[config.mk]
export PLATFORM = sky130hd
export DESIGN_NAME = rhythm_game_top
export DESIGN_NICKNAME = d
export VERILOG_FILES = /design/src/game_pkg.sv /design/src/game_ifs.sv /design/src/note_track.sv /design/src/slice_judge.sv /design/src/game_state.sv /design/src/pixel_renderer.sv /design/src/rhythm_game_top.sv
export VERILOG_INCLUDE_DIRS = /design/src
export SDC_FILE = /design/constraint.sdc
export NUM_CORES = 1
export LEC_CHECK = 0
export ABC_AREA = 1
export BUFFER_PORTS_ARGS = -buffer_cell sky130_fd_sc_hd__buf_4
export CORE_AREA = 5 5 120 122
export DETAILED_ROUTE_END_ITERATION = 12
export DIE_AREA = 0 0 125 127
export PLACE_DENSITY = 0.84
export RECOVER_POWER = 50
export SLEW_MARGIN = 20
export SYNTH_ARGS = -nofsm -noshare
export SYNTH_HDL_FRONTEND = slang
export SYNTH_SLANG_ARGS = --single-unit
[constraint.sdc]
create_clock -name clk_in -period 4.45 [get_ports clk_in]
set_input_delay 0.445 -clock clk_in [delete_from_list [all_inputs] [get_ports clk_in]]
set_output_delay 0.445 -clock clk_in [all_outputs]
set_load 0.02 [all_outputs]
[src/game_defines.svh]
`ifndef GAME_DEFINES_SVH
`define GAME_DEFINES_SVH

// datapath widths
`define TIME_W          18
`define COORD_W         12
`define PIX_X_W         11
`define PIX_Y_W         10
`define SCORE_W         12
`define HEALTH_W        4
`define COMBO_W         3

// chart timing, in game ticks
`define TICK_CYCLES     4
`define NUM_NOTES       4
`define APPROACH_TICKS  10
`define HIT_WINDOW      3

// hit geometry and drawing
`define HIT_RADIUS      24
`define NOTE_HALF       16
`define MAX_HEALTH      8
`define COMBO_MAX       7
`define HUD_H           16
`define HEALTH_SEG      20

`endif

[src/game_pkg.sv]
`default_nettype none

package game_pkg;

    // overall play state of the game
    typedef enum logic [1:0] {
        PLAYING = 2'd0,
        DONE    = 2'd1
    } play_state_e;

endpackage

`default_nettype wire

[src/game_ifs.sv]
`timescale 1ns/1ps
`default_nettype none
`include "game_defines.svh"

//////////////////////////////////////////////////////////////////////
// current note, as seen by judge and renderer
//////////////////////////////////////////////////////////////////////
interface note_if;
    logic [`COORD_W-1:0] note_x;
    logic [`COORD_W-1:0] note_y;
    logic                note_color;
    logic                note_visible;
    logic                hit_open;
    logic                expired;
    logic                all_done;
    // one-cycle pulse, moves the track to the next note
    logic                resolve;

    modport track (output note_x, note_y, note_color, note_visible,
                   output hit_open, expired, all_done,
                   input  resolve);
    modport judge (input  note_x, note_y, note_color, hit_open, expired,
                   output resolve);
    modport view  (input  note_x, note_y, note_color, note_visible);
endinterface

//////////////////////////////////////////////////////////////////////
// tracked hand positions
//////////////////////////////////////////////////////////////////////
interface hand_if;
    logic [`COORD_W-1:0] left_x;
    logic [`COORD_W-1:0] left_y;
    logic [`COORD_W-1:0] right_x;
    logic [`COORD_W-1:0] right_y;

    modport src   (output left_x, left_y, right_x, right_y);
    modport judge (input  left_x, left_y, right_x, right_y);
endinterface

`default_nettype wire

[src/note_track.sv]
`timescale 1ns/1ps
`default_nettype none
`include "game_defines.svh"

module note_track (
    input wire                clk_in,
    input wire                rst_in,
    input wire [`TIME_W-1:0]  curr_time,
    note_if.track             note
);
    localparam int PTR_W = $clog2(`NUM_NOTES + 1);
    localparam int IDX_W = $clog2(`NUM_NOTES);

    //////////////////////////////////////////////////////////////////////
    // note chart
    //////////////////////////////////////////////////////////////////////
    localparam logic [`TIME_W-1:0] HIT_T [`NUM_NOTES] =
        '{`TIME_W'(20), `TIME_W'(40), `TIME_W'(60), `TIME_W'(80)};
    // 0 is red (left hand), 1 is blue (right hand)
    localparam logic NOTE_C [`NUM_NOTES] = '{1'b0, 1'b1, 1'b0, 1'b1};
    localparam logic [`COORD_W-1:0] NOTE_X [`NUM_NOTES] =
        '{`COORD_W'(200), `COORD_W'(400), `COORD_W'(300), `COORD_W'(500)};
    localparam logic [`COORD_W-1:0] NOTE_Y [`NUM_NOTES] =
        '{`COORD_W'(150), `COORD_W'(150), `COORD_W'(300), `COORD_W'(300)};

    // windows compared one bit wider so the sums cannot wrap
    localparam logic [`TIME_W:0] APPROACH = (`TIME_W + 1)'(`APPROACH_TICKS);
    localparam logic [`TIME_W:0] WINDOW   = (`TIME_W + 1)'(`HIT_WINDOW);

    logic [PTR_W-1:0] ptr;
    logic [IDX_W-1:0] idx;
    logic             done;
    logic [`TIME_W:0] t_ext;
    logic [`TIME_W:0] hit_ext;

    assign done    = (ptr == PTR_W'(`NUM_NOTES));
    assign idx     = ptr[IDX_W-1:0];
    assign t_ext   = {1'b0, curr_time};
    assign hit_ext = {1'b0, HIT_T[idx]};

    // advance on the resolve edge, stop at the end of the chart
    always_ff @(posedge clk_in) begin
        if (rst_in) begin
            ptr <= '0;
        end else if (note.resolve && !done) begin
            ptr <= ptr + PTR_W'(1);
        end
    end

    assign note.note_x     = NOTE_X[idx];
    assign note.note_y     = NOTE_Y[idx];
    assign note.note_color = NOTE_C[idx];
    assign note.all_done   = done;

    // window flags, all forced low once the chart is finished
    assign note.note_visible = !done && (t_ext + APPROACH >= hit_ext);
    assign note.hit_open     = !done && (t_ext + WINDOW >= hit_ext)
                                     && (t_ext <= hit_ext + WINDOW);
    assign note.expired      = !done && (t_ext > hit_ext + WINDOW);

endmodule

`default_nettype wire

[src/slice_judge.sv]
`timescale 1ns/1ps
`default_nettype none
`include "game_defines.svh"

module slice_judge (
    input wire    clk_in,
    input wire    rst_in,
    note_if.judge note,
    hand_if.judge hands,
    output logic  slice,
    output logic  miss
);
    logic [`COORD_W-1:0] hx;
    logic [`COORD_W-1:0] hy;
    logic [`COORD_W-1:0] dx;
    logic [`COORD_W-1:0] dy;
    logic                in_box;

    // hand matching the note colour
    assign hx = note.note_color ? hands.right_x : hands.left_x;
    assign hy = note.note_color ? hands.right_y : hands.left_y;

    // distance on each axis
    assign dx = (hx >= note.note_x) ? hx - note.note_x : note.note_x - hx;
    assign dy = (hy >= note.note_y) ? hy - note.note_y : note.note_y - hy;

    // square hit box
    assign in_box = (dx <= `COORD_W'(`HIT_RADIUS)) && (dy <= `COORD_W'(`HIT_RADIUS));

    //////////////////////////////////////////////////////////////////////
    // pulse registers
    //////////////////////////////////////////////////////////////////////
    // the track still shows the old note while resolve is high,
    // so nothing is judged in that cycle
    always_ff @(posedge clk_in) begin
        if (rst_in) begin
            slice <= 1'b0;
            miss  <= 1'b0;
        end else begin
            slice <= note.hit_open && in_box && !note.resolve;
            miss  <= note.expired && !note.resolve;
        end
    end

    assign note.resolve = slice | miss;

endmodule

`default_nettype wire

[src/game_state.sv]
`timescale 1ns/1ps
`default_nettype none
`include "game_defines.svh"

module game_state (
    input wire                    clk_in,
    input wire                    rst_in,
    input wire                    slice,
    input wire                    miss,
    input wire                    all_done,
    output logic [`TIME_W-1:0]    curr_time,
    output logic [`SCORE_W-1:0]   score,
    output logic [`COMBO_W-1:0]   combo,
    output logic [`HEALTH_W-1:0]  health,
    output game_pkg::play_state_e state
);
    import game_pkg::*;

    localparam int PRE_W = $clog2(`TICK_CYCLES);

    logic [PRE_W-1:0] presc;
    logic             tick;

    assign tick = (presc == PRE_W'(`TICK_CYCLES - 1));

    //////////////////////////////////////////////////////////////////////
    // game clock
    //////////////////////////////////////////////////////////////////////
    always_ff @(posedge clk_in) begin
        if (rst_in) begin
            presc     <= '0;
            curr_time <= '0;
        end else begin
            presc <= tick ? '0 : presc + PRE_W'(1);
            // frozen once the game is over
            if (tick && state == PLAYING) begin
                curr_time <= curr_time + `TIME_W'(1);
            end
        end
    end

    //////////////////////////////////////////////////////////////////////
    // score, combo, health
    //////////////////////////////////////////////////////////////////////
    always_ff @(posedge clk_in) begin
        if (rst_in) begin
            score  <= '0;
            combo  <= '0;
            health <= `HEALTH_W'(`MAX_HEALTH);
        end else if (slice) begin
            // old combo is the bonus
            score <= score + `SCORE_W'(combo) + `SCORE_W'(1);
            if (combo != `COMBO_W'(`COMBO_MAX)) begin
                combo <= combo + `COMBO_W'(1);
            end
        end else if (miss) begin
            combo <= '0;
            if (health != '0) begin
                health <= health - `HEALTH_W'(1);
            end
        end
    end

    // done one cycle after the chart runs out
    always_ff @(posedge clk_in) begin
        if (rst_in) begin
            state <= PLAYING;
        end else if (all_done) begin
            state <= DONE;
        end
    end

endmodule

`default_nettype wire

[src/pixel_renderer.sv]
`timescale 1ns/1ps
`default_nettype none
`include "game_defines.svh"

module pixel_renderer (
    input wire                    clk_in,
    input wire                    rst_in,
    input wire [`PIX_X_W-1:0]     x_in,
    input wire [`PIX_Y_W-1:0]     y_in,
    input wire [`HEALTH_W-1:0]    health,
    input wire game_pkg::play_state_e state,
    note_if.view                  note,
    output logic [3:0]            r_out,
    output logic [3:0]            g_out,
    output logic [3:0]            b_out
);
    import game_pkg::*;

    logic [`COORD_W-1:0] px;
    logic [`COORD_W-1:0] py;
    logic [`COORD_W-1:0] dx;
    logic [`COORD_W-1:0] dy;
    logic [`PIX_X_W-1:0] bar_w;
    logic                on_bar;
    logic                in_note;

    // health bar along the top band
    assign bar_w  = `PIX_X_W'(health) * `PIX_X_W'(`HEALTH_SEG);
    assign on_bar = (y_in < `PIX_Y_W'(`HUD_H)) && (x_in < bar_w);

    // note square
    assign px = `COORD_W'(x_in);
    assign py = `COORD_W'(y_in);
    assign dx = (px >= note.note_x) ? px - note.note_x : note.note_x - px;
    assign dy = (py >= note.note_y) ? py - note.note_y : note.note_y - py;
    assign in_note = note.note_visible && (dx <= `COORD_W'(`NOTE_HALF))
                                       && (dy <= `COORD_W'(`NOTE_HALF));

    //////////////////////////////////////////////////////////////////////
    // colour select, one cycle latency
    //////////////////////////////////////////////////////////////////////
    always_ff @(posedge clk_in) begin
        if (rst_in) begin
            {r_out, g_out, b_out} <= 12'h000;
        end else if (on_bar) begin
            {r_out, g_out, b_out} <= 12'h0F0;
        end else if (in_note) begin
            {r_out, g_out, b_out} <= note.note_color ? 12'h00F : 12'hF00;
        end else if (state == DONE) begin
            {r_out, g_out, b_out} <= 12'h800;
        end else begin
            {r_out, g_out, b_out} <= 12'h000;
        end
    end

endmodule

`default_nettype wire

[src/rhythm_game_top.sv]
`timescale 1ns/1ps
`default_nettype none
`include "game_defines.svh"

module rhythm_game_top (
    input wire                    clk_in,
    input wire                    rst_in,
    input wire [`PIX_X_W-1:0]     x_in,
    input wire [`PIX_Y_W-1:0]     y_in,
    input wire [`COORD_W-1:0]     left_x,
    input wire [`COORD_W-1:0]     left_y,
    input wire [`COORD_W-1:0]     right_x,
    input wire [`COORD_W-1:0]     right_y,
    output logic [3:0]            r_out,
    output logic [3:0]            g_out,
    output logic [3:0]            b_out,
    output logic [`SCORE_W-1:0]   score_out,
    output logic [`HEALTH_W-1:0]  health_out,
    output logic [`COMBO_W-1:0]   combo_out,
    output game_pkg::play_state_e state_out
);
    logic [`TIME_W-1:0] curr_time;
    logic               slice;
    logic               miss;

    note_if note ();
    hand_if hands ();

    // hands come straight from the tracker ports
    assign hands.left_x  = left_x;
    assign hands.left_y  = left_y;
    assign hands.right_x = right_x;
    assign hands.right_y = right_y;

    //////////////////////////////////////////////////////////////////////
    // game core
    //////////////////////////////////////////////////////////////////////
    note_track u_track (
        .clk_in    (clk_in),
        .rst_in    (rst_in),
        .curr_time (curr_time),
        .note      (note)
    );

    slice_judge u_judge (
        .clk_in (clk_in),
        .rst_in (rst_in),
        .note   (note),
        .hands  (hands),
        .slice  (slice),
        .miss   (miss)
    );

    game_state u_state (
        .clk_in    (clk_in),
        .rst_in    (rst_in),
        .slice     (slice),
        .miss      (miss),
        .all_done  (note.all_done),
        .curr_time (curr_time),
        .score     (score_out),
        .combo     (combo_out),
        .health    (health_out),
        .state     (state_out)
    );

    pixel_renderer u_render (
        .clk_in (clk_in),
        .rst_in (rst_in),
        .x_in   (x_in),
        .y_in   (y_in),
        .health (health_out),
        .state  (state_out),
        .note   (note),
        .r_out  (r_out),
        .g_out  (g_out),
        .b_out  (b_out)
    );

endmodule

`default_nettype wire

==> flow_summary.json <==
{
  "outcome": "finished clean",
  "layout-drive-gt1-share_pct": 11.9,
  "maxUsedRoutingLayer": "met4",
  "clock_skew_ps": 7.06,
  "track_usage_pct": 26.0,
  "power_density_nw_per_um2": 147,
  "period_share_pct": 74.0,
  "timing_worst_setup_path_type": "register to register",
  "avgRoutedWirePerCell_um": 14.0,
  "place.gp.congestion": 0.971,
  "synthArstFlopShare_pct": 0,
  "clk_pin_slew_ps": 80,
  "cap_violations": 0,
  "port_buffers": 102,
  "htree_levels": 2,
  "grt_antenna_before_repair": 0,
  "ant_nets": 0,
  "dieArea_um2": 15900,
  "cts_tree": "built",
  "relSlewSlack_pct": 10.2,
  "start_util_pct": 59.2,
  "setup_viol": 0,
  "yosysSeqAreaShare_pct": 12.7,
  "synthCells": 1276,
  "met3WireLength_um": 1120,
  "worst-path-max-fanout": 31,
  "dp.cells": 1523,
  "pin_count": 104,
  "ys.flop_type": "dfxtp_1",
  "drc": 0,
  "finalWorstPathRequiredPeriod_ps": 3290,
  "yosys_warnings": 0,
  "cts_buffer_depth": 2,
  "fp.dieH_um": 127,
  "cp.required_ps": 4650,
  "seq_area_um2": 981,
  "drt-total-wl_um": 21400,
  "finalNonFillerCells": 1531,
  "cts_resized": 0,
  "synth-edff-count": 0,
  "multi_input_area_um2": 5800,
  "avgSynthCellArea_um2": 6.07,
  "rsz0062_at_grt": "false",
  "cts_hold_buf": 0,
  "syn_nets": 1445,
  "wl_met2_um": 10300,
  "synth_area_leader_cell": "nand2_1",
  "via_count": 8128,
  "hold_path_class": "register to register",
  "synthTopCellsByArea": "nand2_1 (17%), ha_1 (15%), dfxtp_1 (13%)",
  "synth_top_cell_area_share_pct": 16.7,
  "synth_area_um2": 7750,
  "grt_pass1_wl_um": 35300,
  "ys_ff_latch": 49,
  "via_per_inst": 5.31,
  "clock-sinks": 49,
  "postCtsSetupRepairBufs": 0,
  "critPathCaptureType": "register",
  "tightest_slew_ps": 1350,
  "finalHoldViolations": 0,
  "n_antenna_cell": 0,
  "critPathLaunchType": "register",
  "area_growth_pct": 10.5,
  "grt_max_degree": 35,
  "wl_met1_um": 9460,
  "clock_latency_ps": 300,
  "dp_hpwl_um": 17200,
  "drtIter0Drc": 621,
  "synth_most_common_cell": "nand2_1",
  "clock.fmax_ghz": 0.304,
  "gr-total-overflow": 0,
  "ir_drop_v": 0.000132,
  "numCtsBuffers": 5,
  "cts-root-buf": "clkbuf_16",
  "rows": 42,
  "die_w_um": 125,
  "ys_top_cells_by_count": "nand2_1 (344), inv_1 (182), nor2_1 (132)",
  "first_pass_iters": 5,
  "yosysUniqueCellTypes": 58,
  "drv_slew": 0,
  "nets": 1523,
  "fp.coreArea_um2": 13100,
  "power_leakage_nw": 4.40,
  "fillers": 1308,
  "first_global_vias": 7744,
  "tns_ps": 0,
  "arrival_ps": 3500
}
## cell usage in the layout, fill, tap and decap left out, drive strengths merged, types with 5 or more instances in the layout
cell	Yosys	layout
nand4	26	26
nor2	146	146
inv	190	190
nand3	69	69
a21o	5	5
o211ai	9	9
or2	13	13
nor3	16	16
o21ai	83	83
dfxtp	49	49
nand3b	8	8
clkinv	2	5
nand2	363	363
xnor2	7	7
o21bai	6	6
clkbuf	9	38
a21oi	84	84
buf	26	73
xor2	44	44
ha	94	94
## per-stage QoR
stage | util (%) | power [mW] | cell area (um^2) | hold WS [ps] | setup WS, ps
5_1_grt | 65.4 | 1.33 | 8560 | 499 | 821
4_1_cts | 66.4 | 1.27 | 8680 | 468 | 1170
3_5_place_dp | 65.1 | 0.846 | 8520 | 457 | 1200
2_1_floorplan | - | 0.733 | 7750 | 398 | 1030
6_report | 65.4 | 1.26 | 8560 | 466 | 1160
3_3_place_gp | 65.1 | 0.841 | 8520 | 408 | 1300
## power breakdown
group / leakage [nW] / switching (mW) / total, mW / internal (mW)
Sequential: 0.395 / 0.00350 / 0.445 / 0.442
Clock: 0.0767 / 0.205 / 0.421 / 0.216
Combinational: 3.92 / 0.236 / 0.396 / 0.160
## flip-flops by register name, summed over array words and instances (netlist names), 2 cells and up
name and flops:
u_render.r_out 2, u_state.curr_time 18, u_state.presc 2, u_state.health 4, u_track.ptr 3, u_state.combo 3, u_state.score 12
## routing by layer
| metal | vias up | global-route usage (%) |
|---|---|---|
| met5 | - | 0 |
| met2 | 220 | 47.5 |
| met4 | 0 | 8.16 |
| met1 | 3632 | 31.6 |
| met3 | 44 | 3.80 |
| li1 | 4232 | - |
## path summary, 6_finish.rpt
path         cells past startpoint              from                end  slack (ps)
max                             17    u_track.ptr[0]  u_render.r_out[3]        1160
min                              1  u_state.presc[0]   u_state.presc[0]         470
min reg2reg                      1  u_state.presc[0]   u_state.presc[0]         470
max reg2reg                     17    u_track.ptr[0]  u_render.r_out[3]        1160
## area by class of cell
type | count | area share (%)
Inverter | 192 | 8.48
Multi-Input combinational cell | 1000 | 67.8
Tap cell | 176 | 2.57
Clock inverter | 3 | 0.395
Timing Repair Buffer | 106 | 7.85
Sequential cell | 49 | 11.5
Clock buffer | 5 | 1.46
## critical path, cell delays in order, from the launching register on
cell	delay (ps)
dfxtp_1	340
inv_4	300
ha_1	340
inv_1	270
ha_1	400
nand2_2	150
nor2_2	70
nor3b_2	160
nor2_2	390
nand2_1	140
nand2_1	100
nand3_1	70
nor2_1	100
nand2_1	70
nor2_2	100
nand3_1	90
nand2_1	70
nand2_1	40
## logic make-up (layout without fill, tap and decap cells)
kind of cell,after synthesis,after routing,share of synthesized area [%]
simple gates,650,650,37.9
buf+inv,227,306,12.5
compound gates,196,196,14.3
fa+ha+maj,98,98,16.2
xor+xnor,51,51,5.77
flops,49,49,12.7
mux,4,4,0.678
other cells,1,1,0.0484
Power figures use the tool's default switching activity.
